### config.mk
export PLATFORM = sky130hd
export DESIGN_NAME = canvas_scanout
export DESIGN_NICKNAME = d
export VERILOG_FILES = /design/src/design/paint_pkg.sv /design/src/design/canvas_scanout.sv
export SDC_FILE = /design/constraint.sdc
export NUM_CORES = 1
export LEC_CHECK = 0
export BUFFER_PORTS_ARGS = -buffer_cell sky130_fd_sc_hd__buf_4
export CAP_MARGIN = 20
export CORE_MARGIN = 2
export CORE_UTILIZATION = 38
export DETAILED_ROUTE_END_ITERATION = 8
export PLACE_DENSITY = 0.73
export SLEW_MARGIN = 5
export SYNTH_ARGS = -nofsm -noshare
export SYNTH_HDL_FRONTEND = slang
export SYNTH_SLANG_ARGS = --single-unit
### constraint.sdc
create_clock -name clk -period 4.2 [get_ports clk]
set_input_delay 0.42 -clock clk [delete_from_list [all_inputs] [get_ports clk]]
set_output_delay 0.42 -clock clk [all_outputs]
set_load 0.005 [all_outputs]
### src/design/paint_pkg.sv
package paint_pkg;

  // ####################
  // Canvas geometry
  // ####################

  localparam int CANVAS_DIM = 64;                   // Width and height in pixels
  localparam int COORD_W    = $clog2(CANVAS_DIM);   // Bits per coordinate
  localparam int PIXEL_W    = 8;                    // Bits per colour

  // ####################
  // Preview bursts
  // ####################

  localparam int CURSOR_LEN = 4;  // Cycles of cursor preview per pass
  localparam int PAL_LEN    = 2;  // Cycles of palette preview per pass

  // ####################
  // Types
  // ####################

  typedef logic [COORD_W-1:0] coord_t;  // Row or column index
  typedef logic [PIXEL_W-1:0] pixel_t;  // Colour value

  // One pixel write into the canvas, also reused for the scan stream
  typedef struct packed {
    coord_t x;
    coord_t y;
    pixel_t color;
  } canvas_wr_t;

endpackage

### src/design/canvas_scanout.sv
`timescale 1ns/10ps

module canvas_scanout
  import paint_pkg::*;
#(
  parameter int NUM_BANKS = 4
) (
  input  logic                                    clk,
  input  logic                                    rst,
  input  logic                                    scan_start,
  input  pixel_t                                  bank_px [NUM_BANKS],
  output logic [((CANVAS_DIM / NUM_BANKS > 1) ?
                 $clog2(CANVAS_DIM / NUM_BANKS) : 1)-1:0] rd_row,
  output coord_t                                  rd_col,
  output canvas_wr_t                              scan_px,
  output logic                                    scan_valid,
  output logic                                    scan_done
);

  localparam int ROWS_PER_BANK = CANVAS_DIM / NUM_BANKS;
  localparam int RW            = (ROWS_PER_BANK > 1) ? $clog2(ROWS_PER_BANK) : 1;
  localparam int BW            = (NUM_BANKS > 1) ? $clog2(NUM_BANKS) : 1;

  logic            busy;
  coord_t          x_cnt;
  coord_t          y_cnt;
  logic            last_addr;
  coord_t          tag_x;
  coord_t          tag_y;
  logic   [BW-1:0] tag_bank;
  logic            tag_last;
  logic            tag_valid;

  // ####################
  // Raster address counter
  // ####################

  assign last_addr = (x_cnt == coord_t'(CANVAS_DIM - 1)) && (y_cnt == coord_t'(CANVAS_DIM - 1));

  always_ff @(posedge clk) begin
    if (rst) begin
      busy  <= 1'b0;
      x_cnt <= '0;
      y_cnt <= '0;
    end else if (busy) begin
      x_cnt <= x_cnt + 1'b1;  // Wraps to the next row
      if (x_cnt == coord_t'(CANVAS_DIM - 1)) begin
        y_cnt <= y_cnt + 1'b1;
      end
      if (last_addr) begin
        busy <= 1'b0;
      end
    end else if (scan_start) begin
      busy <= 1'b1;  // Start requests while busy fall through here unseen
    end
  end

  assign rd_row = RW'(int'(y_cnt) % ROWS_PER_BANK);
  assign rd_col = x_cnt;

  // ####################
  // Read data pairing
  // ####################

  always_ff @(posedge clk) begin
    tag_x    <= x_cnt;
    tag_y    <= y_cnt;
    tag_bank <= BW'(int'(y_cnt) / ROWS_PER_BANK);
    tag_last <= last_addr;
  end

  always_ff @(posedge clk) begin
    if (rst) begin
      tag_valid <= 1'b0;
      scan_done <= 1'b0;
    end else begin
      tag_valid <= busy;                   // Matches the bank read register
      scan_done <= tag_valid && tag_last;  // Cycle after the final pixel
    end
  end

  assign scan_valid    = tag_valid;
  assign scan_px.x     = tag_x;
  assign scan_px.y     = tag_y;
  assign scan_px.color = bank_px[tag_bank];

endmodule

### Word-level counts from Yosys, hierarchy flattened

Cells that the tools add are included.

* bitwise operators: 1
* reductions and logical operators: 3
* multiplexer cells: 6
* magnitude comparators: 1
* eq/ne operators: 2
* add/sub/neg operators: 2

Operators by type and width (number)
* binary-select mux 8 bit (select 2 bit): 1
* two-way mux 8 bit: 2
* adder 6 x 1 -> 6 bit (second input constant): 2
* equality test 6 bit (second input constant): 2
* >= comparator 3 bit (second input constant): 1
* two-way mux 1 bit: 3
* inverter 2 -> 3 bit: 1
* logical AND 1 bit: 2
* AND reduction 2 bit: 1

* flip-flop bits (word level): 30
* logic and storage cells: 24
* input port bits: 35

### Longest topological paths before layout

* depth in word-level cells: 4
* depth in mapped cells: 5
* gate-level depth less buffers: 4

### Least setup slack after synthesis

No wires, ideal clock.

* path kind: flip-flop to output port
* start: register tag_bank[0]
* end: output port scan_px[0] (netlist bit)
* data arrival time: 1.099 ns
* stages on the path, launching flop included: 3
* slack: 2.681 ns
* cell sequence: dfxtp_1 -> buf_2 -> mux4_2

RTL lines
* start, declared: RTL line canvas_scanout.sv:30 `logic [BW-1:0] tag_bank;`
* start signal, assigned: RTL line canvas_scanout.sv:68 `tag_bank <= BW'(int'(y_cnt) / ROWS_PER_BANK);`
* end, declared: RTL line canvas_scanout.sv:15 `output canvas_wr_t scan_px,`

==> flow_summary.toml <==
[run_status]
outcome = "finished, final reports clean"

[logic_synthesis]
synth_ff_type = "dfxtp_1"
netlist_area_um2 = 1110
synth.area.top_cells = "dfxtp_1 (51%), mux4_2 (16%), buf_4 (3.4%), a21oi_1 (3.2%), nor2_1 (2.4%)"
yosysUniqueCellTypes = 25
synth.avg_cell_area_um2 = 11.5
synth-seq-area-share_pct = 50.6
ys_ff_latch = 28
yosysWarnings = 0
syn_nets = 133
synthCells = 96
async_reset_ff_share_pct = 0
yosys.area.top_type_share_pct = 50.6
synth_enable_flop_cells = 0
yosys.area.top_type = "dfxtp_1"

[die]
die_x_um = 58.0
initial_utilization_pct = 40.2
fp-row-count = 19
die_area_um2 = 3370
die_h_um = 58.0
coreArea_um2 = 2760
io_pins = 67

[global_routing]
antenna_found_initial = 0
grt_start_max_net_pins = 16
track_usage_pct = 17.7
first_global_vias = 906
overflow = 0
grt_pass1_wl_mm = 4.35

[clocking]
post-cts-setup-buffers = 0
postCtsResizedCells = 0
cts.sinks = 28
htree_levels = 1
cts_hold_buf = 0
cts_tree = "yes"
root_buffer = "clkbuf_4"
clk_latency_ps = 330
numCtsBuffers = 3
clkTransAtPathRegs_ps = 140
cts_max_path_buffers = 2

[placement]
gp_congestion = 0.830
place_inst = 184
hpwl_mm = 2.34
portBuffers = 66

[sta]
setup_viol = 0
rsz0062_at_grt = "no"
hold_violations = 0
relSlewSlack_pct = 64.9
maxSlewViolCount = 0
period_minus_slack_ps = 2170
tightest_slew_ps = 526
finClkSkew_ps = 1.50
fmax_ghz = 0.460
setup_tns_ps = 0
hold-worst-slack_ps = 354
timing.final.crit_share_pct = 51.8

[drt]
drtIter0Drc = 21
wl_mm = 2.98
viasPerCell = 5.23
drt_first_pass_iters = 4
post_drt_wl_per_cell_um = 15.9
detail-route-antenna-nets = 0
vias = 983
drc = 0

[pwr]
power_mw = 0.459
p_per_area_nw_per_um2 = 283
peakVddDrop_mv = 0.189
p_leak_nw = 0.705

[critical_path]
cp-start-kind = "flop"
critPathMaxFanout = 9
crit_arrival_ps = 1750
worstPathRequired_ps = 3780
critPathKind = "flop to output pin"
end_kind = "output pin"

[final_layout]
fillers = 243
drive_gt1_share_pct = 51.0
finish.utilization_pct = 58.9
stdcell_count = 188
synthToLayoutAreaGrowth_pct = 46.5
nNetsFinal = 195
n_antenna_cell = 0

[worst_hold_path]
hold_path.class = "primary input to flop"

[flow_run]
maxCapViolCount = 0
-- layout make-up --
type	count	area, um2	area share (%)
sequential	28	561	34.5
timing repair buffer	66	495	30.5
multi-input combinational	57	485	29.9
tap	31	38.8	2.39
clock buffer	4	36.3	2.23
inverter	2	7.51	0.462
-- cell usage in the layout, fill, tap and decap left out, types with 3 or more instances in the layout --
cell type / instances
mux4_2: 8
or3_1: 4
nor2_1: 7
o31ai_1: 3
a21oi_1: 7
buf_4: 66
o21ai_0: 4
or4_1: 3
clkbuf_4: 3
xor2_1: 3
nand4_1: 3
dfxtp_1: 28
nand2_1: 5
-- per-layer routing --
layer	GRT usage (%)	vias to the layer above	share of wire [%]
met2	32.5	61	50
met4	8.64	0	3.0
li1	-	468	-
met1	17.7	445	34
met3	5.80	9	13
met5	0	-	0
-- synth_stat cells, drive strengths merged (2+ instances only) --
| cell type | number |
|---|---|
| nand3 | 2 |
| o31ai | 3 |
| dfxtp | 28 |
| inv | 2 |
| nand4 | 4 |
| nor2 | 7 |
| or3 | 4 |
| o21ai | 4 |
| buf | 8 |
| ha | 2 |
| xor2 | 3 |
| a21oi | 7 |
| or4 | 3 |
| nand2 | 5 |
| mux4 | 8 |
-- report_power, final --
| part | internal (mW) | switching (mW) | leakage [nW] | total (mW) |
|---|---|---|---|---|
| registers | 0.271 | 0.00541 | 0.227 | 0.276 |
| clock network | 0.0532 | 0.0776 | 0.0210 | 0.131 |
| logic | 0.0374 | 0.0152 | 0.457 | 0.0526 |
-- worst paths after layout --
path,startpoint,to,slack [ps],depth (start not counted)
worst min-delay path,rst,rd_col[5],350,2
worst min register to register,y_cnt[5],tag_bank[1],390,0
worst max register to register,rd_col[0],y_cnt[5],2450,4
worst max-delay path,tag_bank[0],scan_px[5],2030,2
-- registers in the layout, indices dropped and copies added (netlist names) --
signal      cells
tag_x           6
y_cnt           6
scan_done       1
tag_bank        2
tag_last        1
tag_y           4
scan_valid      1
rd_col          6
busy            1
-- critical path, cell delays in order (launching register included) --
cell	delay, ps
dfxtp_1	680
mux4_2	590
buf_4	150
-- stage by stage --
stage / cell area, um2 / setup slack, ps
after floorplan: 1110 / 2680
after global routing: 1620 / 1930
after CTS: 1620 / 2000
after global placement: 1590 / 2460
final: 1620 / 2030
after detailed placement: 1590 / 2380
-- cells by family after synthesis --
family                   share of synthesized area (%)
flip-flops                                        50.6
AND/OR/NAND/NOR                                   13.5
AO/OA/AOI/OAI                                     7.67
buffers and inverters                             5.64
multiplexers                                      17.2
XOR/XNOR                                          3.16
adder cells (fa/ha/maj)                           2.26
Note: power is estimated with default switching activity, not from simulation.
