## src/design/paint_pkg.sv

```systemverilog
package paint_pkg;

  // ####################
  // Canvas geometry
  // ####################

  localparam int CANVAS_DIM = 64;                   // Width and height in pixels
  localparam int COORD_W    = $clog2(CANVAS_DIM);   // Bits per coordinate
  localparam int PIXEL_W    = 8;                    // Bits per colour

  // ####################
  // Preview bursts
  // ####################

  localparam int CURSOR_LEN = 4;  // Cycles of cursor preview per pass
  localparam int PAL_LEN    = 2;  // Cycles of palette preview per pass

  // ####################
  // Types
  // ####################

  typedef logic [COORD_W-1:0] coord_t;  // Row or column index
  typedef logic [PIXEL_W-1:0] pixel_t;  // Colour value

  // One pixel write into the canvas, also reused for the scan stream
  typedef struct packed {
    coord_t x;
    coord_t y;
    pixel_t color;
  } canvas_wr_t;

endpackage

```

## src/design/palette_cursor.sv

```systemverilog
`timescale 1ns/10ps

module palette_cursor
  import paint_pkg::*;
#(
  parameter int LEN = PAL_LEN
) (
  input  logic   clk,
  input  logic   rst,
  input  logic   en,
  input  coord_t ptr_x,
  input  coord_t ptr_y,
  output pixel_t px,
  output logic   done
);

  localparam int CW = (LEN > 1) ? $clog2(LEN) : 1;

  logic [CW-1:0] cnt;
  logic          last;

  // ####################
  // Burst counter
  // ####################

  assign last = (cnt == CW'(LEN - 1));

  always_ff @(posedge clk) begin
    if (rst || !en) begin
      cnt <= '0;
    end else if (last) begin
      cnt <= '0;
    end else begin
      cnt <= cnt + 1'b1;
    end
  end

  assign done = en && last;

  // The palette is a 16 by 16 grid, so only the low nibbles select a colour
  always_ff @(posedge clk) begin
    px <= {ptr_x[3:0], ptr_y[3:0]};
  end

endmodule

```

## config.mk

```make
export PLATFORM = sky130hd
export DESIGN_NAME = palette_cursor
export DESIGN_NICKNAME = d
export VERILOG_FILES = /design/src/design/paint_pkg.sv /design/src/design/palette_cursor.sv
export SDC_FILE = /design/constraint.sdc
export NUM_CORES = 1
export LEC_CHECK = 0
export BUFFER_PORTS_ARGS = -buffer_cell sky130_fd_sc_hd__buf_2
export CAP_MARGIN = 30
export CORE_AREA = 2 2 39 41
export CTS_CLUSTER_SIZE = 12
export DETAILED_ROUTE_END_ITERATION = 8
export DIE_AREA = 0 0 41 43
export SYNTH_ARGS = -nofsm -noshare
export SYNTH_HDL_FRONTEND = slang
export SYNTH_SLANG_ARGS = --single-unit
```

## constraint.sdc

```tcl
create_clock -name clk -period 0.8 [get_ports clk]
set_clock_uncertainty 0.2 [all_clocks]
set_input_delay 0.08 -clock clk [delete_from_list [all_inputs] [get_ports clk]]
set_output_delay 0.08 -clock clk [all_outputs]
set_load 0.02 [all_outputs]
```

Word-level counts from Yosys, hierarchy flattened
Index checks and enable logic that the tools add are counted.
Operators by class
  $add $sub $neg: 1
  reduce and logical (&&, ||, !) cells: 4
Operators with widths (number)
  2-bit OR reduction: 1
  1-bit adder (second input constant): 1
  1-bit logical AND: 1
  1-bit zero test: 1
  1-bit logical OR: 1
Word-level totals
  register bits: 9
  input bits: 15
  output and inout port bits: 9
  logic and storage cells: 7

Logic depth before layout (Yosys ltp)
Gate-level depths: netlist of run 1.
  depth after elaboration: 3
  depth in mapped cells: 1

Worst setup path after synthesis of run 1
No wires, ideal clock.
  path type: register -> output
  start: register cnt
  end: output done
  arrival time: 0.545 ns
  setup slack: -0.025 ns
  cell stages (with the launch flop): 2
  buffers on the path: 0
  cell sequence: dfxtp_1 > and2_1
On the way
  cells in the longest elaborated chain, start to end: 1
RTL lines
  from (decl): RTL line palette_cursor.sv:19  | logic [CW-1:0] cnt;
  from (signal assigned): RTL line palette_cursor.sv:34  | cnt <= cnt + 1'b1;
  1-bit logical AND: RTL line palette_cursor.sv:38  | assign done = en && last;
  to (decl): RTL line palette_cursor.sv:14  | output logic done
No other way between the ends.

Final worst setup path of run 1
Ends and elaborated chain as after synthesis.

==> results of run 1 <==
-- worst max-delay path, delay by kind of cell, from the launching register on --
family	cells	cell delay, ns
AND/OR/NAND/NOR	1	0.13
buffers and inverters	1	0.12
flip-flops	1	0.31
-- placed cells by master (no fill, tap or decap), drive strengths merged --
cell type     n
buf          20
dfxtp         9
and2          1
clkbuf        4
nor3b         1
dlygate4sd3   8
-- worst max path at each step --
stage	from	to	slack, ns
floorplan	cnt	done	0.005
global placement	cnt	done	-0.08
detailed placement	cnt	done	-0.09
CTS	cnt	done	-0.30
global route	cnt	done	-0.33
finish	cnt	done	-0.30
-- per-layer routing --
layer	up-vias	global-route usage [%]
li1	97	-
met1	73	9.508
met2	23	8.750
met3	2	5.759
met4	0	8.000
met5	-	0
-- repair_timing --
action	in CTS	in global routing
setup endpoints to repair	10	10
pin swaps	1	0
endpoints found under the hold margin	9	1
gates resized for setup	28	0
-- stage by stage --
| step | setup slack (ns) | cell area [um2] | power [uW] | TNS [ns] |
|---|---|---|---|---|
| floorplan | 0.004928 | 200.2 | 524.6 | 0 |
| global placement | -0.08277 | 322.8 | 577.1 | -0.08575 |
| detailed placement | -0.09066 | 322.8 | 577.4 | -0.1103 |
| CTS | -0.3049 | 498.0 | 982.7 | -1.777 |
| global route | -0.3304 | 498.0 | 1018 | -1.968 |
| finish | -0.2953 | 498.0 | 971.1 | -1.697 |
-- power by group --
group          total [uW]  switching, uW  leakage, uW  internal [uW]
clock network         338            146    0.0000150            191
logic                 144           51.7     0.000141           92.3
registers             489           11.4    0.0000762            478
total                 971            210     0.000232            762
-- cell families after synthesis --
group	after synthesis	synth area share [%]
simple gates	2	9.435
flops	9	90.56
-- final cells by class --
cell class	count	area share, %
multi-input combinational	2	4.271
clock buffer	4	5.276
timing repair buffer	28	47.99
tap	16	4.020
sequential	9	38.44
-- sequential cells by signal, indices dropped and copies added, names as in the netlist --
| name | flops |
|---|---|
| px | 8 |
| cnt | 1 |
==> impl_metrics.tcl, run 1 <==
set metrics [dict create \
    min_path_cells 2 \
    initial_core_util_pct 14.38 \
    slowest_delay_ns 0.31 \
    synth_area_leader_cell "dfxtp_1" \
    status "finished with violations" \
    path_class "flop to output pin" \
    hold_path.startpoint "rst" \
    port_buffers 19 \
    grt_usage_pct 8.081 \
    path_max_fanout 2 \
    final-hold-violation-count 1 \
    dieWidth_um 41 \
    vdd_ir_drop_max_uv 716.6 \
    final_nets 59 \
    multi_input_area_um2 21.27 \
    cp.arrival_ns 0.82 \
    cts-htree-levels 1 \
    antenna_found_initial 0 \
    min_path_type "input port to flop" \
    ios 24 \
    clk_latency_ns 0.25 \
    holdPathEnd "cnt" \
    dp_cells 47 \
    cts_buffer_depth 2 \
    postCtsSetupRepairBufs 0 \
    synthFlopType "dfxtp_1" \
    core_mm2 0.001384 \
    synthArstFlopShare_pct 0 \
    setup_viol 10 \
    fmax_ghz 0.9130 \
    powerDensity_mw_per_mm2 1950 \
    syn2layout_area_growth_pct 150.3 \
    ff2ff_setup_slack_ns -0.04 \
    timing.rr.start "cnt" \
    grt_pass1_vias 202 \
    cts_made_buffers 3 \
    synth.area.top_cells "dfxtp_1 (91%), nor3b_2 (6.3%), and2_1 (3.1%)" \
    grt_setup_unrepaired "yes" \
    final.min_clock_period_ns 1.095 \
    stdcell_count 59 \
    holdWs_ns -0.2119 \
    gp_congestion 0.6570 \
    synth_fp_nets 26 \
    filler_cell_count 155 \
    cp.required_ns 0.52 \
    syn_inst 11 \
    fin_crit_sh_pct 136.9 \
    dieArea_mm2 0.001763 \
    synth-seq-cells 9 \
    cp-end-kind "output pin" \
    worstReg2RegEnd "cnt" \
    ant_nets 0 \
    ys_top_cells_by_count "dfxtp_1 (9), and2_1 (1), nor3b_2 (1)" \
    cts.clk_slew.worst_paths_ns 0.05 \
    ys_seq_area_share_pct 90.57 \
    slowest_stage "dfxtp_2" \
    regArea_um2 191.4 \
    grt_pass1_wl_um 828 \
    rows 14 \
    dr.max_layer_used "met4" \
    reg2reg_depth 2 \
    firstDrtPassIters 2 \
    die_y_um 43 \
    maxSlewHeadroom_pct 93.13 \
    synth.distinct_cells 3 \
    cts_root_buf "clkbuf_4" \
    tightest_slew_ns 0.1027 \
    cp_cell_sequence "and2_4, buf_6" \
    startpoint_type "flop" \
    ctsHoldBuffers 8 \
    routed-wl-met3_um 127 \
    syn_area_um2 198.9 \
    wl_met1_um 217 \
    drc 0 \
    fin_ws_ns -0.2953 \
    globalRoute.totalOverflow 0 \
    ys_warn_count 0 \
    wl_met2_um 173 \
    avgSynthCellArea_um2 18.09 \
    synth_edf_count 0 \
    grt_start_max_net_pins 6 \
    cap_violations 0 \
    drive_gt1_share_pct 79.07 \
    first_iter_violations 1 \
    total_leakage_power_uw 0.0002318 \
    fin_util_pct 35.99 \
    vias 195 \
    avgRoutedWirePerCell_um 9.068 \
    diodes 0 \
    totalWireLength_um 535 \
    cts_tree "done" \
    yosysTopAreaCellShare_pct 90.57 \
    violations "negative hold slack, negative setup slack" \
    cts.sinks 9 \
    synth.most_common_cell "dfxtp_1" \
    slew_viol_final 0 \
    avgViaCountPerCell 3.305 \
]
Note: power is estimated with default switching activity, not from simulation.
==> inputs of run 2 (changes only) <==
--- a/config.mk
+++ b/config.mk
@@ -5,7 +5,7 @@
 export SDC_FILE = /design/constraint.sdc
 export NUM_CORES = 1
 export LEC_CHECK = 0
-export BUFFER_PORTS_ARGS = -buffer_cell sky130_fd_sc_hd__buf_2
+export BUFFER_PORTS_ARGS = -buffer_cell sky130_fd_sc_hd__clkbuf_2
 export CAP_MARGIN = 30
 export CORE_AREA = 2 2 39 41
 export CTS_CLUSTER_SIZE = 12
==> impl_metrics.tcl, run 2 (synthesis gave the netlist of run 1 again) <==
set metrics [dict create \
    regArea_um2 191.4 \
    grt_setup_unrepaired "yes" \
    vdd_ir_drop_max_uv 1038 \
    ff2ff_setup_slack_ns -0.25 \
    cts_buffer_depth 2 \
    globalRoute.totalOverflow 0 \
    antenna_found_initial 0 \
    diodes 0 \
    final_common_cell "clkbuf_2" \
    avgViaCountPerCell 3.410 \
    clk_latency_ns 0.25 \
    fmax_ghz 0.9155 \
    slew_viol_final 0 \
    initial_core_util_pct 14.38 \
    path_max_fanout 2 \
    dp_cells 47 \
    firstDrtPassIters 2 \
    core_mm2 0.001384 \
    drive_gt1_share_pct 80.00 \
    stdcell_count 61 \
    cts-htree-levels 1 \
    cts_made_buffers 3 \
    reg_top3 "px: 8 flops, cnt: 1 flops" \
    totalWireLength_um 617 \
    avgRoutedWirePerCell_um 10.11 \
    total_leakage_power_uw 0.0002583 \
    ios 24 \
    filler_cell_count 138 \
    dieWidth_um 41 \
    detailed_place.area_um2 322.8 \
    port_buffers 19 \
    status "finished with violations" \
    die_y_um 43 \
    powerDensity_mw_per_mm2 1793 \
    hold_path.startpoint "rst" \
    min_path_cells 2 \
    pre_cts_ws_ns -0.08858 \
    largest_register "px" \
    min_path_type "input port to flop" \
    violations "negative hold slack, negative setup slack" \
    syn2layout_area_growth_pct 178.6 \
    multi_input_area_um2 21.27 \
    vias 208 \
    final_nets 61 \
    final_cell_area_um2 554.3 \
    cts.clk_slew.worst_paths_ns 0.06 \
    worstReg2RegEnd "cnt" \
    maxSlewHeadroom_pct 92.76 \
    path_class "flop to output pin" \
    holdPathEnd "cnt" \
    rows 14 \
    largest_reg_flops 8 \
    met1_usage_pct 8.824 \
    cp.arrival_ns 0.81 \
    tightest_slew_ns 0.1081 \
    final.min_clock_period_ns 1.092 \
    fin_ws_ns -0.2923 \
    cts_tree "done" \
    reg2reg_depth 4 \
    use_met2_pct 11.56 \
    cts_root_buf "clkbuf_4" \
    final-hold-violation-count 1 \
    ant_nets 0 \
    first_iter_violations 1 \
    grt_pass1_wl_um 890 \
    grt_usage_pct 8.577 \
    fin_crit_sh_pct 136.5 \
    grt.busiest_layer "met2" \
    use_met3_pct 6.283 \
    fin_util_pct 40.05 \
    grt_pass1_vias 214 \
    dieArea_mm2 0.001763 \
    cp.required_ns 0.52 \
    startpoint_type "flop" \
    ctsHoldBuffers 8 \
    cap_violations 0 \
    gp_congestion 0.6665 \
    cp-end-kind "output pin" \
    cts.sinks 9 \
    final_cell_mix "clkbuf_2 (10), dfxtp_2 (9), buf_8 (9)" \
    holdWs_ns -0.1970 \
    timing.rr.start "cnt" \
    setup_viol 10 \
    grt_start_max_net_pins 6 \
    drc 0 \
]
==> run 2: final cells by class <==
class / count / area share, %
timing repair buffer: 30 / 53.27
sequential: 9 / 34.54
clock buffer: 4 / 4.740
multi-input combinational: 2 / 3.837
tap: 16 / 3.612
==> run 2: how the worst max path moves through the flow <==
stage / endpoint / cells past startpoint / slack [ns] / from
floorplan: done / 1 / 0.005 / cnt
global placement: done / 2 / -0.08 / cnt
detailed placement: done / 2 / -0.09 / cnt
CTS: done / 2 / -0.32 / cnt
global route: done / 2 / -0.33 / cnt
finish: done / 2 / -0.29 / cnt
==> run 2: where the power goes <==
| part | leakage [uW] | switching, uW | total [uW] | internal [uW] |
|---|---|---|---|---|
| registers | 0.0000762 | 15.5 | 494 | 478 |
| logic | 0.000167 | 57.7 | 176 | 118 |
| clock network | 0.0000150 | 134 | 324 | 191 |
==> run 2: critical path, stage by stage (launching register included) <==
cell,delay (ns)
dfxtp_2,0.32
and2_4,0.13
buf_8,0.12
==> run 2: layer usage <==
metal / wire length [um] / share of wire, % / vias to the layer above
li1: - / - / 102
met1: 269 / 44 / 86
met2: 269 / 44 / 20
met3: 79 / 13 / 0
met4: 0 / 0 / 0
met5: 0 / 0 / -
==> run 2: timing repair <==
item / 4_1_cts / 5_1_grt
setup buffers: 1 / 1
pin swaps: 2 / 1
gates resized for setup: 29 / 10
setup endpoints to repair: 10 / 10
cloned: 0 / 0
endpoints found under the hold margin: 9 / 1
==> run 2: per-stage QoR <==
step / setup TNS (ns) / total power, uW
after CTS: -2.005 / 990.0
final: -1.871 / 994.0
after global routing: -2.203 / 1057
after global placement: -0.08470 / 577.7
after floorplan: 0 / 524.6
after detailed placement: -0.1095 / 579.4
