## config.mk

```make
export PLATFORM = sky130hd
export DESIGN_NAME = cursor_sprite
export DESIGN_NICKNAME = d
export VERILOG_FILES = /design/src/design/paint_pkg.sv /design/src/design/cursor_sprite.sv
export SDC_FILE = /design/constraint.sdc
export NUM_CORES = 1
export LEC_CHECK = 0
export BUFFER_PORTS_ARGS = -buffer_cell sky130_fd_sc_hd__buf_2
export CAP_MARGIN = 20
export CORE_AREA = 10 10 47 49
export CTS_BUF_LIST = sky130_fd_sc_hd__clkbuf_16
export CTS_CLUSTER_DIAMETER = 40
export CTS_CLUSTER_SIZE = 25
export DETAILED_ROUTE_END_ITERATION = 8
export DIE_AREA = 0 0 57 59
export PLACE_DENSITY_LB_ADDON = 0.08
export SLEW_MARGIN = 20
export SYNTH_ARGS = -nofsm -noshare
export SYNTH_HDL_FRONTEND = slang
export SYNTH_SLANG_ARGS = --single-unit
```

## constraint.sdc

```tcl
create_clock -name clk -period 1 [get_ports clk]
set_input_delay 0.05 -clock clk [delete_from_list [all_inputs] [get_ports clk]]
set_output_delay 0.05 -clock clk [all_outputs]
set_load 0.05 [all_outputs]
```

## src/design/paint_pkg.sv

```systemverilog
package paint_pkg;

  // ####################
  // Canvas geometry
  // ####################

  localparam int CANVAS_DIM = 64;                   // Width and height in pixels
  localparam int COORD_W    = $clog2(CANVAS_DIM);   // Bits per coordinate
  localparam int PIXEL_W    = 8;                    // Bits per colour

  // ####################
  // Preview bursts
  // ####################

  localparam int CURSOR_LEN = 4;  // Cycles of cursor preview per pass
  localparam int PAL_LEN    = 2;  // Cycles of palette preview per pass

  // ####################
  // Types
  // ####################

  typedef logic [COORD_W-1:0] coord_t;  // Row or column index
  typedef logic [PIXEL_W-1:0] pixel_t;  // Colour value

  // One pixel write into the canvas, also reused for the scan stream
  typedef struct packed {
    coord_t x;
    coord_t y;
    pixel_t color;
  } canvas_wr_t;

endpackage

```

## src/design/cursor_sprite.sv

```systemverilog
`timescale 1ns/10ps

module cursor_sprite
  import paint_pkg::*;
#(
  parameter int LEN = CURSOR_LEN
) (
  input  logic   clk,
  input  logic   rst,
  input  logic   en,
  input  pixel_t brush,
  output pixel_t px,
  output logic   done
);

  localparam int CW = (LEN > 1) ? $clog2(LEN) : 1;

  logic [CW-1:0] cnt;
  logic          last;

  // ####################
  // Burst counter
  // ####################

  assign last = (cnt == CW'(LEN - 1));

  always_ff @(posedge clk) begin
    if (rst || !en) begin
      cnt <= '0;  // Idle between bursts
    end else if (last) begin
      cnt <= '0;
    end else begin
      cnt <= cnt + 1'b1;
    end
  end

  assign done = en && last;  // High in the final cycle of the burst

  // ####################
  // Preview pixel
  // ####################

  // Inverted brush keeps the cursor visible over its own colour
  always_ff @(posedge clk) begin
    px <= ~brush;
  end

endmodule

```

; ---- Word-level counts from Yosys, hierarchy flattened
; Cells that the tools add are included.
[totals]
out_inout_bits = 9
elab_cells = 9
input_bits = 11
reg_bits = 10
[classes]
n_reduce_logical = 4
add_sub_neg = 1
eq_ne = 1
bitwise = 1
[op_table]
columns = operator, count
row1 = $not A8 Y8, 1
row2 = $add A2 B1 Y2 const B, 1
row3 = $eq A2 B2 Y1 const B, 1
row4 = $reduce_or A2 Y1, 1
row5 = $logic_and A1 B1 Y1, 1
row6 = $logic_not A1 Y1, 1
row7 = $logic_or A1 B1 Y1, 1

; ---- Longest topological paths before layout
; Gate-level depths: netlist of run 1.
[depth]
word_depth = 3
mapped_depth = 2
ltp_nobuf = 2

; ---- Worst setup path after synthesis of run 1
; OpenSTA, ideal clock, no wires.
[synth_path]
path_type = register to output
from = register cnt[0]
to = output done
n_path_buf = 0
t_required_ns = 0.950
arrival_ns = 0.939
path_slack_ns = 0.011
stages_incl_launch_ff = 3
cell_sequence = dfxtp_1 -> ha_1 -> and2_1
[synth_via]
elab_chain_len = 2
[synth_lines]
columns = element, line_no
row1 = from (decl), cursor_sprite.sv:18  ; logic [CW-1:0] cnt;
row2 = from (signal assigned), cursor_sprite.sv:33  ; cnt <= cnt + 1'b1;
row3 = $eq A2 B2 Y1, cursor_sprite.sv:25  ; assign last = (cnt == CW'(LEN - 1));
row4 = $logic_and A1 B1 Y1, cursor_sprite.sv:37  ; assign done = en && last;
row5 = to (decl), cursor_sprite.sv:13  ; output logic done
; Every way passes these cells.

; ---- Worst setup path after layout of run 1
; Same ends and word-level chain as after synthesis.

==> parameters.txt, run 1 <==
Parameter                              Value

Status
  Outcome ... finished with violations
  Violations in the final reports ... negative setup slack

Clock network
  CTS H-tree lvls ... 1
  Clock Latency Late Sink ... 0.23 ns
  Cell chosen for the clock root ... sky130_fd_sc_hd__clkbuf_16
  CTS max path bufs ... 2
  Clock sinks ... 10
  Total clock buffers created by CTS ... 3
  Clock-pin slew of the registers on the worst-case setup and hold paths ... approximately 0.040 ns
  Clock tree from TritonCTS ... done

Timing
  Final number of hold-violating endpoints ... 0
  Tightest hold margin ... between 0.1 and 0.15 ns
  Headroom to the max-slew limit ... between 80% and 90%
  Part of the cycle the worst path needs ... 103.2%
  Transition at the pin with the smallest max-transition slack ... around 0.26 ns
  Fin Setup TNS ... -0.03236 ns
  Final setup skew ... 0.002221 ns
  Final-report max-slew violation count ... 0
  Unrepaired setup endpoints after global routing ... yes
  Worst setup margin ... -0.03236 ns
  Total setup violations reported at the end of the flow ... 1
  Highest attainable clock frequency ... 968.7 MHz
  Final period demand of the worst path ... about 1.0 ns

Global routing
  Total gr overflow ... 0
  Global-route wire length before repair ... about 1400 um
  Initial antenna violation count ... 0
  Pin count of the biggest net entering global routing ... 6
  Overall track demand over capacity in global routing ... ~5.5%
  Number of global-route vias before repair ... about 320

Drt
  Drt via density ... around 3.6
  Routed wirelength normalized by instance count ... between 10 and 15 um
  Detailed Routing Iterations Pass 1 ... 2
  Total number of vias ... 256
  Post-route antenna net violation count ... 0
  Post-route DRC violation count ... 0
  Drt initial violations ... 3
  Drt total wl ... approximately 790 um

Power
  Internal power summed over all cells ... 0.0009979 W
  VDD IR max ... 0.001062 V
  Share of total power in the clock network ... roughly 54%
  Leakage power ... roughly 0.31 nW
  Ratio of total power to cell area ... slightly above 2000 nW/um2
  Sequential fraction of design power ... 34.6%
  Switching pwr ... ~0.00025 W
  Combinational power share ... between 10% and 20%
  Proportion of total power due to net switching ... about a fifth

Setup path
  FF-to-FF path depth ... 3
  Reg-to-reg startpoint ... cnt[0]
  Kind of cell adding the most delay to the critical path ... flip-flops
  Setup slack of the most critical reg-to-reg path ... about 0.070 ns
  Critical-path cell with the highest stage delay ... sky130_fd_sc_hd__dfxtp_2
  Chain of cells forming the critical path ... ha_4 -> and2_4 -> buf_8
  Kind of end point of the critical path ... output pin
  Startpoint Class ... flip-flop
  Crit path max fanout ... 2
  Buf+Inv Stages, Crit Path ... 1
  Data arrival time of the worst path ... between 0.9 and 1 ns
  Critical setup path kind ... reg -> out
  Req. time, crit path ... around 0.95 ns
  Slowest Stage Delay on Critical Path ... roughly 0.33 ns
  Critical R2R Capture ... cnt[1]

Worst hold path
  Path class of the lowest-slack min-delay path ... in -> reg
  Worst hold path endpoint ... cnt[0]
  Hold_sp ... en
  Number of instances on the worst hold path ... 2

Logic synthesis
  Number of unique standard cell types used by synthesis ... 6
  Avg Inst Size Synth ... ~13 um2
  Number of nets produced by synthesis ... 34
  Post-Synth Adder-Cell Area ... 4.525%
  Compound-gate portion of the synthesized area ... 0%
  Cell area after synthesis ... roughly 280 um2
  Register area share after synthesis ... around 72%
  Synth warn ... 0
  Flip-flop and latch count after synthesis ... 10
  Share of cell area taken by muxes after synthesis ... 0%
  Synth Area in XOR/XNOR ... 0%
  Largest family of logic cells by synthesized area ... simple AND/OR/NAND/NOR gates
  Post-synthesis share of cell area spent on and, or, nand and nor gates ... 12.22%
  Number of standard cells after synthesis ... 22

Floorplanning
  Die Y-Extent ... about 59 um
  Number of placement rows ... 14
  Initial Util ... a little under 20%
  Area of the die ... 3363 um2
  IO Count ... 20
  Core Area ... 1401 um2
  Die outline width ... 57 um

Placement
  Routability Congestion ... 0.6248
  Pre-CTS worst setup slack ... 0.03028 ns
  Sum of net half-perimeters after detailed placement ... roughly 550 um
  Placed cell count ... 57
  Post-placement cell area ... around 390 um2
  Quantity of I/O buffers inserted on ports ... 19

Final layout
  Layout Nets ... roughly 70
  Antenna diodes ... 0
  Fraction of final layout cells sized beyond drive strength 1 ... 54.55%
  Final std cells w/o fill ... just over 70
  Area overhead of the layout relative to synthesis ... 116.7%
  Fin area ... between 500 and 600 um2

Run
  Maxcap violations ... 0
## layer usage
metal	GRT usage, %	vias to the layer above	part of all wire [%]
met3	4.506	0	11
li1	-	132	-
met1	3.580	111	30
met4	3.020	0	0
met2	10.39	13	59
met5	0	-	0
## registers in the layout, indices dropped and copies added (netlist names)
name  count
cnt       2
px        8
## final cells by class
class                           instances  area, um2
Clock buffer                            3      75.07
Fill cell                             140      802.0
Timing Repair Buffer                   30      210.2
Sequential cell                        10      202.7
Tap cell                               16      20.02
Inverter                                8      30.03
Multi-Input combinational cell          4      61.31
## how the worst max path moves through the flow
stage	from	to	slack [ns]	cells past startpoint
2_1_floorplan	cnt[0]	done	0.01	2
3_3_place_gp	cnt[0]	done	0.07	3
3_5_place_dp	cnt[0]	done	0.03	3
4_1_cts	cnt[0]	done	-0.03	3
5_1_grt	cnt[0]	done	-0.05	3
6_report	cnt[0]	done	-0.03	3
## per-stage QoR
stage | power, W | utilization (%)
after floorplan | 0.0005069 | -
after global placement | 0.0005439 | 27.95
after detailed placement | 0.0005472 | 27.95
after CTS | 0.001265 | 42.77
after global routing | 0.001311 | 42.77
final | 0.001243 | 42.77
## kinds of logic after synthesis
logic type    after synthesis
simple gates                3
fa+ha+maj                   1
buf+inv                     8
flops                      10
## power groups by stage
stage	logic [W]	registers [W]	clock network [W]
finish	0.000145	0.000430	0.000668
global route	0.000157	0.000432	0.000722
CTS	0.000146	0.000430	0.000689
detailed placement	0.000113	0.000434	0
global placement	0.000111	0.000433	0
floorplan	0.0000116	0.000495	0
## Yosys cell counts
library cell | n | area share [%]
sky130_fd_sc_hd__and2_1 | 1 | 2.3
sky130_fd_sc_hd__and4bb_2 | 1 | 4.5
sky130_fd_sc_hd__dfxtp_1 | 10 | 72
sky130_fd_sc_hd__ha_1 | 1 | 4.5
sky130_fd_sc_hd__inv_1 | 8 | 11
sky130_fd_sc_hd__nor4b_2 | 1 | 5.4
## cell usage in the layout (no fill, tap or decap), drive strengths merged
| cell | count |
|---|---|
| and2 | 1 |
| and4bb | 1 |
| buf | 21 |
| clkbuf | 3 |
| dfxtp | 10 |
| dlygate4sd3 | 9 |
| ha | 1 |
| inv | 8 |
| nor4b | 1 |
## what timing repair did
item                                    CTS  global route
resized for setup                         8             0
pin swaps                                 1             0
setup buffers                             2             0
hold endpoints to repair                  9             0
hold buffers                              9             0
endpoints found under the setup margin    1             1
Power figures use the tool's default switching activity.
==> inputs of run 2 (changes only) <==
SETUP_SLACK_MARGIN = 0.2   (was default)
==> parameters.txt, run 2 (synthesis gave the netlist of run 1 again) <==
Parameter                              Value

Global routing
  Pin count of the biggest net entering global routing ... 6 (unchanged)
  Overall track demand over capacity in global routing ... 4.996% (-0.50 points)
  Number of global-route vias before repair ... 292 (-9.6%)
  Initial antenna violation count ... 0 (unchanged)
  Global-route wire length before repair ... 1242 um (-10%)
  Total gr overflow ... 0 (unchanged)

Placement
  Sum of net half-perimeters after detailed placement ... 536.1 um (-1.9%)
  Pre-CTS worst setup slack ... 0.02969 ns (-0.0005834 ns)
  Placed cell count ... 57 (unchanged)
  Quantity of I/O buffers inserted on ports ... 19 (unchanged)
  Routability Congestion ... 0.6153 (-1.5%)

Setup path
  Crit path max fanout ... 2 (unchanged)
  Startpoint Class ... flip-flop
  Data arrival time of the worst path ... 1.00 ns (+0.02 ns)
  Req. time, crit path ... 0.95 ns (about the same)
  Reg-to-reg startpoint ... cnt[0]
  Critical R2R Capture ... cnt[1]
  FF-to-FF path depth ... 3 (unchanged)
  Kind of end point of the critical path ... output pin
  Setup slack of the most critical reg-to-reg path ... 0.04 ns (-0.03 ns)
  Critical setup path kind ... reg -> out

Drt
  Post-route antenna net violation count ... 0 (unchanged)
  Total number of vias ... 248 (-3.1%)
  Drt total wl ... 773 um (-2.3%)
  Drt initial violations ... 2 (-1)
  Detailed Routing Iterations Pass 1 ... 2 (unchanged)
  Drt via density ... 3.543 (-1.7%)
  Post-route DRC violation count ... 0 (unchanged)
  Routed wirelength normalized by instance count ... 11.04 um (-0.88%)

Timing
  Final-report max-slew violation count ... 0 (unchanged)
  Transition at the pin with the smallest max-transition slack ... 0.1731 ns (-0.08294 ns)
  Total setup violations reported at the end of the flow ... 1 (unchanged)
  Fin Setup TNS ... -0.05436 ns (-0.02200 ns)
  Headroom to the max-slew limit ... 88.41% (+5.4 points)
  Unrepaired setup endpoints after global routing ... yes
  Final period demand of the worst path ... 1.054 ns (+0.02200 ns)
  Part of the cycle the worst path needs ... 105.4% (+2.2 points)
  Highest attainable clock frequency ... 948.4 MHz (-2.1%)
  Final number of hold-violating endpoints ... 0 (unchanged)
  Final setup skew ... 0.0001894 ns (-0.002032 ns)
  Worst setup margin ... -0.05436 ns (-0.02200 ns)

Power
  Ratio of total power to cell area ... 1992 nW/um2 (-4.0%)
  VDD IR max ... 0.0008984 V (-15%)
  Leakage power ... 0.3232 nW (+4.2%)

Status
  Outcome ... finished with violations
  Violations in the final reports ... negative setup slack

Clock network
  Clock tree from TritonCTS ... done
  Total clock buffers created by CTS ... 3 (unchanged)
  Clock-pin slew of the registers on the worst-case setup and hold paths ... 0.04 ns (about the same)
  Clock Latency Late Sink ... 0.23 ns (about the same)
  CTS max path bufs ... 2 (unchanged)
  Clock sinks ... 10 (unchanged)
  Cell chosen for the clock root ... sky130_fd_sc_hd__clkbuf_16
  CTS H-tree lvls ... 1 (unchanged)

Final layout
  Final core occ ... 45.36% (+2.6 points)
  Max reg flops ... 8 (unchanged)
  Fill count ... 138 (-1.4%)
  Antenna diodes ... 0 (unchanged)
  Layout Nets ... 68 (-1.4%)
  Largest registers in the final layout ... px x8, cnt x2
  Most frequent standard cell in the layout excluding fill and tap cells ... sky130_fd_sc_hd__buf_2
  Fraction of final layout cells sized beyond drive strength 1 ... 55.56% (+1.0 points)
  Leading cell types in the layout, fill and taps excluded ... 10 x sky130_fd_sc_hd__buf_2, 8 x sky130_fd_sc_hd__inv_1, 8 x sky130_fd_sc_hd__dlygate4sd3_1, 8 x sky130_fd_sc_hd__dfxtp_1, 6 x sky130_fd_sc_hd__buf_4
  Area overhead of the layout relative to synthesis ... 129.9%
  Reg with most FFs ... px
  Final std cells w/o fill ... 70 (-1.4%)

Floorplanning
  IO Count ... 20 (unchanged)
  Number of placement rows ... 14 (unchanged)
  Die outline width ... 57 um (unchanged)
  Die Y-Extent ... 59 um (unchanged)
  Core Area ... 1401 um2 (unchanged)
  Area of the die ... 3363 um2 (unchanged)
  Initial Util ... 19.73% (unchanged)

Worst hold path
  Worst hold path endpoint ... cnt[0]
  Number of instances on the worst hold path ... 2 (unchanged)
  Path class of the lowest-slack min-delay path ... in -> reg
  Hold_sp ... rst

Run
  Maxcap violations ... 0 (unchanged)
-- run 2: worst max path at each step --
stage / startpoint / to / slack, ns / depth (start not counted)
3_5_place_dp: cnt[0] / done / 0.03 / 3
4_1_cts: cnt[0] / done / -0.05 / 3
6_report: cnt[0] / done / -0.05 / 3
5_1_grt: cnt[0] / done / -0.08 / 3
2_1_floorplan: cnt[0] / cnt[1] / 0.12 / 2
3_3_place_gp: cnt[0] / done / 0.07 / 3
-- run 2: report_power, final --
part / leakage, nW / total (W) / switching (W) / internal, W
registers: 0.0850 / 0.000431 / 0.00000928 / 0.000422
clock network: 0.0370 / 0.000674 / 0.000158 / 0.000516
logic: 0.201 / 0.000161 / 0.0000862 / 0.0000753
-- run 2: critical path, stage by stage, from the launching register on --
cell and delay (ns):
sky130_fd_sc_hd__dfxtp_4 0.34, sky130_fd_sc_hd__ha_4 0.16, sky130_fd_sc_hd__and2_4 0.13, sky130_fd_sc_hd__buf_8 0.14
-- run 2: through the flow --
step	hold WS, ns	area [um2]	power, W
finish	0.01677	635.6	0.001266
CTS	-0.0003998	600.6	0.001279
floorplan	0.1065	279.0	0.0005075
global placement	0.1977	394.1	0.0005441
global route	0.01763	635.6	0.001327
detailed placement	0.2009	394.1	0.0005474
-- run 2: cell type report --
type / instances / area, um2 / area share [%]
Tap cell: 16 / 20.02 / 3.150
Clock buffer: 3 / 75.07 / 11.81
Multi-Input combinational cell: 4 / 70.07 / 11.02
Timing Repair Buffer: 29 / 235.2 / 37.01
Sequential cell: 10 / 205.2 / 32.28
Inverter: 8 / 30.03 / 4.724
-- run 2: what timing repair did --
action / 4_1_cts / 5_1_grt
endpoints found under the setup margin: 11 / 7
setup buffers: 1 / 1
hold endpoints to repair: 9 / 0
hold buffers: 8 / 0
pin swaps: 2 / 1
gates resized for setup: 14 / 7
-- run 2: routing by layer --
layer / wire length, um / track usage (%) / share of wire (%) / vias to the layer above
li1: - / - / - / 129
met1: 212 / 3.253 / 27 / 108
met2: 453 / 8.837 / 59 / 11
met3: 107 / 4.077 / 14 / 0
met4: 0 / 4.027 / 0 / 0
met5: 0 / 0 / 0 / -
