--- src/design/paint_pkg.sv ---
package paint_pkg;

  // ####################
  // Canvas geometry
  // ####################

  localparam int CANVAS_DIM = 64;                   // Width and height in pixels
  localparam int COORD_W    = $clog2(CANVAS_DIM);   // Bits per coordinate
  localparam int PIXEL_W    = 8;                    // Bits per colour

  // ####################
  // Preview bursts
  // ####################

  localparam int CURSOR_LEN = 4;  // Cycles of cursor preview per pass
  localparam int PAL_LEN    = 2;  // Cycles of palette preview per pass

  // ####################
  // Types
  // ####################

  typedef logic [COORD_W-1:0] coord_t;  // Row or column index
  typedef logic [PIXEL_W-1:0] pixel_t;  // Colour value

  // One pixel write into the canvas, also reused for the scan stream
  typedef struct packed {
    coord_t x;
    coord_t y;
    pixel_t color;
  } canvas_wr_t;

endpackage

--- src/design/control_paint.sv ---
`timescale 1ns/10ps

module control_paint
  import paint_pkg::*;
#(
  parameter int CURSOR_LEN = paint_pkg::CURSOR_LEN,
  parameter int PAL_LEN    = paint_pkg::PAL_LEN
) (
  input  logic       clk,
  input  logic       rst,
  input  logic       init,
  input  logic       key_c,
  input  logic       key_enter,
  input  logic       key_enter_pal,
  input  coord_t     ptr_x,
  input  coord_t     ptr_y,
  input  pixel_t     cursor_px,
  input  pixel_t     pal_px,
  input  logic       cursor_done,
  input  logic       pal_done,
  output canvas_wr_t wr,
  output logic       wr_stb,
  output logic       cursor_en,
  output logic       pal_en,
  output pixel_t     preview_px,
  output logic       preview_valid,
  output pixel_t     brush_color
);

  typedef enum logic [3:0] {
    START,
    INIT,
    CHECK_C,
    CHECK_ENTER,
    PAINT,
    DRAW_CURSOR,
    PALETTE_CURSOR,
    CHECK_ENTER_PALETTE,
    CHANGE_COLOR
  } state_t;

  state_t state;
  state_t state_next;

  // ####################
  // State sequencing
  // ####################

  always_comb begin
    state_next = state;
    case (state)
      START:               state_next = init ? INIT : START;
      INIT:                state_next = CHECK_C;
      CHECK_C:             state_next = key_c ? PALETTE_CURSOR : CHECK_ENTER;
      CHECK_ENTER:         state_next = key_enter ? PAINT : DRAW_CURSOR;
      PAINT:               state_next = INIT;
      DRAW_CURSOR:         state_next = cursor_done ? INIT : DRAW_CURSOR;
      PALETTE_CURSOR:      state_next = pal_done ? CHECK_ENTER_PALETTE : PALETTE_CURSOR;
      CHECK_ENTER_PALETTE: state_next = key_enter_pal ? CHANGE_COLOR : PALETTE_CURSOR;
      CHANGE_COLOR:        state_next = INIT;
      default:             state_next = START;
    endcase
  end

  always_ff @(posedge clk) begin
    if (rst) begin
      state <= START;
    end else begin
      state <= state_next;
    end
  end

  // ####################
  // Datapath
  // ####################

  always_ff @(posedge clk) begin
    if (state == INIT) begin
      wr.x <= ptr_x;  // Pointer sampled once per pass
      wr.y <= ptr_y;
    end
    if ((state == CHECK_ENTER) && key_enter) begin
      wr.color <= brush_color;  // Ready before the strobe in PAINT
    end
  end

  always_ff @(posedge clk) begin
    if (rst) begin
      brush_color <= '0;
    end else if (state == CHANGE_COLOR) begin
      brush_color <= {ptr_x[3:0], ptr_y[3:0]};  // Palette column above palette row
    end
  end

  // ####################
  // State decoded outputs
  // ####################

  assign wr_stb        = (state == PAINT);
  assign cursor_en     = (state == DRAW_CURSOR);
  assign pal_en        = (state == PALETTE_CURSOR);
  assign preview_valid = cursor_en || pal_en;

  always_comb begin
    preview_px = '0;
    if (cursor_en) begin
      preview_px = cursor_px;
    end else if (pal_en) begin
      preview_px = pal_px;
    end
  end

endmodule

--- config.mk ---
export PLATFORM = sky130hd
export DESIGN_NAME = control_paint
export DESIGN_NICKNAME = d
export VERILOG_FILES = /design/src/design/paint_pkg.sv /design/src/design/control_paint.sv
export SDC_FILE = /design/constraint.sdc
export NUM_CORES = 1
export LEC_CHECK = 0
export BUFFER_PORTS_ARGS = -buffer_cell sky130_fd_sc_hd__buf_2
export CORE_UTILIZATION = 38
export DETAILED_ROUTE_END_ITERATION = 10
export PLACE_DENSITY = 0.74
export SLEW_MARGIN = 10
export SYNTH_ARGS = -nofsm -noshare
export SYNTH_HDL_FRONTEND = slang
export SYNTH_SLANG_ARGS = --single-unit
--- constraint.sdc ---
create_clock -name clk -period 1.64 [get_ports clk]
set_input_delay 0.164 -clock clk [delete_from_list [all_inputs] [get_ports clk]]
set_output_delay 0.164 -clock clk [all_outputs]
set_load 0.05 [all_outputs]
Yosys cells after proc, flatten, opt, wreduce, memory -nomap -nowiden
Index checks and enable logic that the tools add are counted.
{ "word_totals": {"ff_bits": 32} }
{ "classes": {"n_eq_ne": 8, "muxes": 9, "reduce_logical": 4} }
{ "ops": {"columns": ["op", "n"], "rows": [
  ["4-bit one-hot mux with 8 select lines", 1],
  ["4-bit by 3-bit == test with 1-bit output, second input constant", 4],
  ["8-bit two-way mux", 2],
  ["4-bit by 2-bit == test with 1-bit output, second input constant", 2],
  ["3-bit two-way mux", 2],
  ["4-bit by 1-bit == test with 1-bit output, second input constant", 1],
  ["4-bit == test, second input constant", 1],
  ["4-bit zero test", 1],
  ["4-bit two-way mux", 1],
  ["1-bit two-way mux", 3],
  ["2-bit OR reduction", 1],
  ["1-bit logical AND", 1],
  ["1-bit logical OR", 1]
]} }

Depth between registers and ports, before layout
Gate-level depths: netlist (run 1).
{ "depth": {"depth_word": 3, "depth_mapped": 5, "depth_no_buf": 3} }

Least setup slack after synthesis (run 1)
Ideal clock, no wire load.
{ "synth_path": {"path_kind": "reg2out", "start": "register state[3]", "end": "output preview_px[0]", "t_arrival_ns": 1.823, "t_required_ns": 1.476, "setup_slack_ns": -0.347, "path_stages_with_launch": 5, "path_cell_list": "dfxtp_1 -> buf_6 -> nand2b_1 -> nor3b_4 -> a22o_1"} }
{ "synth_between": {"elab_chain_cells": 3} }
{ "synth_lines": {"columns": ["item", "line_no", "text"], "rows": [
  ["start, declared", "control_paint.sv:42", "state_t state;"],
  ["start signal, assigned", "control_paint.sv:69", "state <= state_next;"],
  ["4-bit by 3-bit == test with 1-bit output", "control_paint.sv:101", "assign pal_en = (state == PALETTE_CURSOR);"],
  ["named net pal_en", "control_paint.sv:24", "output logic pal_en,"],
  ["8-bit two-way mux", "control_paint.sv:108", "end else if (pal_en) begin"],
  ["8-bit two-way mux", "control_paint.sv:106", "if (cursor_en) begin"],
  ["end, declared", "control_paint.sv:25", "output pixel_t preview_px,"]
]} }
The timed path passes the listed nets, and every way through them passes these cells.

Final worst setup path (run 1)
{ "layout_path": {"start": "register state[3]", "end": "output preview_px[1]"} }
{ "layout_between": {"elab_chain_cells": 3} }
{ "layout_lines": {"columns": ["item", "line_no"], "rows": [
  ["4-bit by 3-bit == test with 1-bit output", "control_paint.sv:101"],
  ["8-bit two-way mux", "control_paint.sv:108"],
  ["8-bit two-way mux *", "control_paint.sv:106"]
]} }
Mark *: on every way between the ends. The rest lies on a longest branch, timed or not.

==> key figures, run 1 <==
Status
  • Outcome: finished with violations
  • Failing checks: setup timing

Yosys
  • Synth Instances: 102
  • Post-synth top area share: 0.469
  • Synth top area cells: edfxtp_1 47%, dfxtp_1 19%, a22o_1 5.5%, nand2_1 5.0%, a21oi_1 3.5%
  • Synth Net Count: 138
  • Synth warn: 0
  • Post-synthesis async set-or-reset flop share: 0
  • Mapped Area: 0.00128 mm²
  • XOR/XNOR Fraction of Synth Area: 0
  • Main synth FF type: edfxtp_1
  • Syn Area/Cell: 12.6 µm²
  • Post-Synth Simple-Gate Area: 0.166
  • Register area share after synthesis: 0.656
  • Cell taking the most area after synthesis: edfxtp_1
  • Synthesized flop and latch total: 32
  • Post-synth cell types: 30
  • Compound-Gate Fraction of Synth Area: 0.136
  • Synth Area in Adders: 0
  • Main combinational cell family by area after synthesis: simple AND/OR/NAND/NOR gates
  • Post-synthesis mux area share: 0.00781
  • Number of synthesized flops with an enable pin: 20

Worst setup path
  • Setup crit start kind: register
  • CP arrival: approximately 1.5 ns
  • Worst Setup Path Type: register to output pin
  • CP required: 1.48 ns
  • Crit-path max FO: 5
  • Setup crit end kind: output pin

Floorplanning
  • Initial Utilization: 0.410
  • Core area: 0.00313 mm²
  • Row count: 20
  • Die Span Y: approximately 60 µm
  • Die Wd: around 60 µm
  • Num ports: between 70 and 80
  • Die area: 0.00361 mm²

Finish
  • Final net count: approximately 230
  • Area of the multi-input gates: about 490 µm²
  • Most common cell after layout, fill and taps aside: buf_2
  • Final-layout fill cell count: between 200 and 250
  • Commonest non-fill, non-tap cells in the layout: 64 x buf_2, 20 x edfxtp_1, 17 x nand2_1
  • Non-filler instance count after layout: 240
  • # diodes: 0
  • Layout cells sized above 1: 0.571
  • Area delta synth->final: 64.3%
  • Area occupied by registers: 856 µm²

Detailed routing
  • Via density: 4.70
  • Detailed-route DRC error count: 0
  • Final WL: approximately 3.2 mm
  • Drt first pass iters: 4
  • Wire per inst: ~13 µm
  • Antenna viol nets, final: 0
  • Initial DRC Count: 20
  • Via count: about 1100

Power and ir drop
  • Max IR drop VDD: 0.425 mV
  • Pwr/cell area: 815 mW/mm²
  • Pleak: slightly above 0.9 nW

CTS
  • Clk buf depth: 2
  • CTS root buf: clkbuf_4
  • Clock latency on the worst-skew pair: 0.33 ns
  • CTS Sinks: 32
  • CTS tree: done
  • CTS clk-pin slew, worst paths: 0.09 ns
  • Htree depth: 2
  • Total CTS buffers: 5

STA
  • RSZ-0062 raised after global routing: yes
  • Fin crit period: 1.67 ns
  • Clock skew: about 0.0063 ns
  • Slew Limit Fails: 0
  • Final setup viols: 9
  • Setup TNS Final: -0.244 ns
  • Max-slew headroom: 0.674
  • FMAX: 599 MHz
  • Fin crit share: 1.02
  • Tightest Pin Transition: 0.488 ns
  • Worst hold slack: roughly 0.026 ns
  • Fin. Hold Viols: 0
  • Final worst slack: -0.0300 ns

Global route
  • Grt ovf: 0
  • Initial antenna violation count: 0
  • First-pass GRT wire length: about 4.9 mm
  • Vias in the first global route: about 1100
  • Tot GR Track Use: 0.195
  • Largest net degree at the start of global routing: 12

Run
  • Max cap viols: 0

Placed design
  • Dpl hpwl: 2.25 mm
  • Port Buffer Count: 75
  • Placed insts: 223
  • GP Congestion: 0.811

Worst hold path
  • HP Class: input port to register
[state kept, by name (all words and copies together) (netlist names)]
| register | cells |
|---|---|
| wr | 20 |
| brush_color | 8 |
| state | 4 |
[Yosys cell counts, types with 2 or more instances]
cell type and n:
nor3_1 3, edfxtp_1 20, nand2b_1 3, a22o_1 8, nand2_1 17, buf_6 2, buf_2 2, clkbuf_1 2
o21ai_0 2, a21oi_1 9, nor2_1 4, dfxtp_1 12
[through the flow]
stage | setup slack (ns) | utilization | area (µm²) | power (mW)
3_3_place_gp | 0.127 | 0.581 | 1820 | 1.14
5_1_grt | -0.0829 | 0.673 | 2100 | 1.79
6_report | -0.0300 | 0.673 | 2100 | 1.71
2_1_floorplan | -0.223 | - | 1360 | 1.05
4_1_cts | -0.0384 | 0.651 | 2040 | 1.72
3_5_place_dp | 0.0756 | 0.581 | 1820 | 1.15
[final timing paths]
check / endpoint / slack (ns) / cells past startpoint / startpoint
setup reg to reg: brush_color[2] / 0.11 / 5 / state[3]
hold reg to reg: wr[5] / 0.47 / 0 / brush_color[5]
setup / recovery: preview_px[1] / -0.03 / 5 / state[3]
hold / removal: wr[11] / 0.03 / 1 / ptr_y[3]
[layout make-up]
type,count,share of cell area
Multi-Input combinational cell,63,0.232
Clock inverter,2,0.0166
Tap cell,44,0.0262
Timing Repair Buffer,92,0.297
Sequential cell,32,0.407
Inverter,1,0.00178
Clock buffer,6,0.0196
[repair_timing]
action / CTS / global route
resized for setup: 39 / 3
buffers inserted: 2 / 0
hold buffers: 0 / 6
cloned: 1 / 0
setup endpoints to repair: 11 / 11
hold endpoints to repair: 0 / 6
pin swaps: 1 / 0
[routing by layer]
metal,GRT usage,routed length [µm],vias to the layer above,part of all wire
met1,0.215,1360,520,0.42
met5,0,0,-,0
met4,0.0698,9,0,0.0028
li1,-,-,559,-
met3,0.0866,215,2,0.067
met2,0.332,1650,47,0.51
[critical path: stages, from the launching register on]
cell and delay, ns:
dfxtp_4 0.35, nand2b_4 0.15, nor3b_4 0.25, buf_6 0.17, a22o_4 0.12, buf_8 0.14
[kinds of logic (layout without fill, tap and decap cells)]
| kind of cell | after synthesis | after routing |
|---|---|---|
| AND/OR/NAND/NOR | 37 | 37 |
| multiplexers | 1 | 1 |
| AO/OA/AOI/OAI | 25 | 25 |
| buffers and inverters | 7 | 101 |
| flip-flops | 32 | 32 |
[power breakdown]
part	switching (mW)	internal (mW)	leakage, nW
Combinational	0.154	0.0938	0.601
Sequential	0.0183	0.882	0.285
Clock	0.248	0.319	0.0422
Total	0.420	1.29	0.929
(Power assumes the default switching activity.)
==> run 2, diff against run 1 <==
--- a/config.mk
+++ b/config.mk
@@ -6,9 +6,9 @@
 export NUM_CORES = 1
 export LEC_CHECK = 0
 export BUFFER_PORTS_ARGS = -buffer_cell sky130_fd_sc_hd__buf_2
-export CORE_UTILIZATION = 38
+export CORE_UTILIZATION = 42
 export DETAILED_ROUTE_END_ITERATION = 10
-export PLACE_DENSITY = 0.74
+export PLACE_DENSITY = 0.78
 export SLEW_MARGIN = 10
 export SYNTH_ARGS = -nofsm -noshare
 export SYNTH_HDL_FRONTEND = slang
==> constraint.sdc (replaced) <==
create_clock -name clk -period 1.8 [get_ports clk]
set_input_delay 0.18 -clock clk [delete_from_list [all_inputs] [get_ports clk]]
set_output_delay 0.18 -clock clk [all_outputs]
set_load 0.05 [all_outputs]
==> key figures, run 2 (same netlist as run 1, synthesis figures left out) <==
Status
  • Outcome: finished with violations
  • Failing checks: DRC

CTS
  • CTS root buf: clkbuf_4
  • Clock latency on the worst-skew pair: 0.32 ns
  • Clk buf depth: 2
  • CTS tree: done
  • CTS Sinks: 32
  • CTS clk-pin slew, worst paths: 0.10 ns
  • Total CTS buffers: 5
  • Htree depth: 2

Placed design
  • Port Buffer Count: 75
  • Dpl cell area: 0.00171 mm²
  • Dpl hpwl: 2.21 mm
  • GP Congestion: 0.954
  • Pre-CTS WS: approximately 0.2 ns

STA
  • Max-slew headroom: 0.664
  • Fin crit share: 0.969
  • Fin. Hold Viols: 0
  • Tightest Pin Transition: around 0.5 ns
  • FMAX: 573 MHz
  • Final setup viols: 0
  • Setup TNS Final: 0 ns
  • Worst hold slack: 0.0303 ns
  • Final worst slack: around 0.056 ns
  • Slew Limit Fails: 0
  • Fin crit period: between 1.5 and 2 ns
  • RSZ-0062 raised after global routing: no
  • Clock skew: 0.00899 ns

Worst setup path
  • CP required: 1.62 ns
  • Setup crit end kind: output pin
  • CP arrival: 1.56 ns
  • Worst path slowest cell: dfxtp_4
  • Largest delay share family, worst path: flip-flops
  • Crit-path max FO: 10
  • Worst path most repeated cell: buf_4
  • Worst Setup Path Type: register to output pin
  • Worst path cell trace: nand2b_4, nor3b_4, buf_4, a22o_2, buf_4
  • Max incr delay on CP: between 0.3 and 0.4 ns
  • Worst path bufs/invs: 2
  • Setup crit start kind: register

Finish
  • Final Instance Area: 0.00188 mm²
  • Layout cells sized above 1: 0.570
  • Commonest non-fill, non-tap cells in the layout: 66 x buf_2, 20 x edfxtp_1, 17 x nand2_1
  • Area of the multi-input gates: around 430 µm²
  • # diodes: 0
  • Area delta synth->final: 46.4%
  • Max reg flops: 20
  • Final net count: approximately 220
  • Biggest register: wr
  • Largest registers: wr: 20 flops, brush_color: 8 flops, state: 4 flops
  • Final-layout fill cell count: around 220
  • Area occupied by registers: 848 µm²
  • Most common cell after layout, fill and taps aside: buf_2

Power and ir drop
  • Max IR drop VDD: 0.469 mV
  • Pleak: roughly 0.8 nW
  • Total Power: 1.56 mW
  • Pwr/cell area: 833 mW/mm²

Global route
  • Grt ovf: 0
  • Vias in the first global route: 1065
  • Initial antenna violation count: 0
  • Largest net degree at the start of global routing: 13
  • Tot GR Track Use: 0.196
  • First-pass GRT wire length: between 4 and 5 mm

Detailed routing
  • Drt first pass iters: 7
  • Antenna viol nets, final: 0
  • Via count: around 1100
  • Detailed-route DRC error count: 6
  • Initial DRC Count: 27
  • Wire per inst: roughly 14 µm
  • Final WL: around 3 mm
  • Via density: 5.18

Run
  • Max cap viols: 0

Floorplanning
  • Die Span Y: 57.2 µm
  • Die Wd: 57.2 µm
  • Die area: approximately 0.0033 mm²
  • Core area: 0.00283 mm²
  • Num ports: 76
  • Initial Utilization: 0.453
  • Row count: 19

Worst hold path
  • HP Class: input port to register
## run 2: changes by cell type in the layout (fill, tap and decap cells not counted), moves of 3 or more
| cell | delta |
|---|---|
| dfxtp_2 | +3 |
| a22o_2 | +8 |
| buf_8 | -9 |
| a22o_4 | -8 |
| dlygate4sd3_1 | -4 |
| dfxtp_4 | -3 |
| buf_6 | +3 |
## run 2: layout make-up
type / instances / area share
clock buffers: 5 / 0.0200
clock inverters: 3 / 0.0227
inverters: 1 / 0.00200
multi-input cells: 63 / 0.227
flip-flops and latches: 32 / 0.452
well taps: 31 / 0.0207
repair buffers: 82 / 0.255
## run 2: worst paths after layout
path	slack (ns)	end	startpoint	cells after the start
setup / recovery	0.06	preview_px[3]	state[3]	5
hold reg to reg	0.47	wr[5]	brush_color[5]	0
setup reg to reg	0.43	wr[6]	state[1]	2
hold / removal	0.03	wr[13]	ptr_y[5]	1
## run 2: routing by layer
layer | GRT usage | vias up | part of all wire
met5 | 0 | - | 0
met4 | 0.0871 | 0 | 0.016
met3 | 0.0771 | 7 | 0.11
met2 | 0.355 | 72 | 0.50
met1 | 0.200 | 504 | 0.37
li1 | - | 540 | -
## run 2: power breakdown
part / total, mW / switching, mW / leakage, nW / internal [mW]
combinational: 0.208 / 0.136 / 0.492 / 0.0718
clock: 0.534 / 0.244 / 0.0412 / 0.290
sequential: 0.821 / 0.0152 / 0.284 / 0.805
## run 2: per-stage QoR
| stage | instances | util |
|---|---|---|
| after floorplan | 102 | - |
| after global placement | 206 | 0.605 |
| after detailed placement | 206 | 0.605 |
| after CTS | 215 | 0.647 |
| after global routing | 217 | 0.663 |
| final | 217 | 0.663 |
## run 2: repair_timing
item                                   4_1_cts  5_1_grt
setup buffers                                1        0
resized for setup                           13        8
gates cloned                                 0        0
endpoints found under the hold margin        0        2
pin swaps                                    1        0
hold buffers                                 0        2
setup endpoints to repair                   11        9
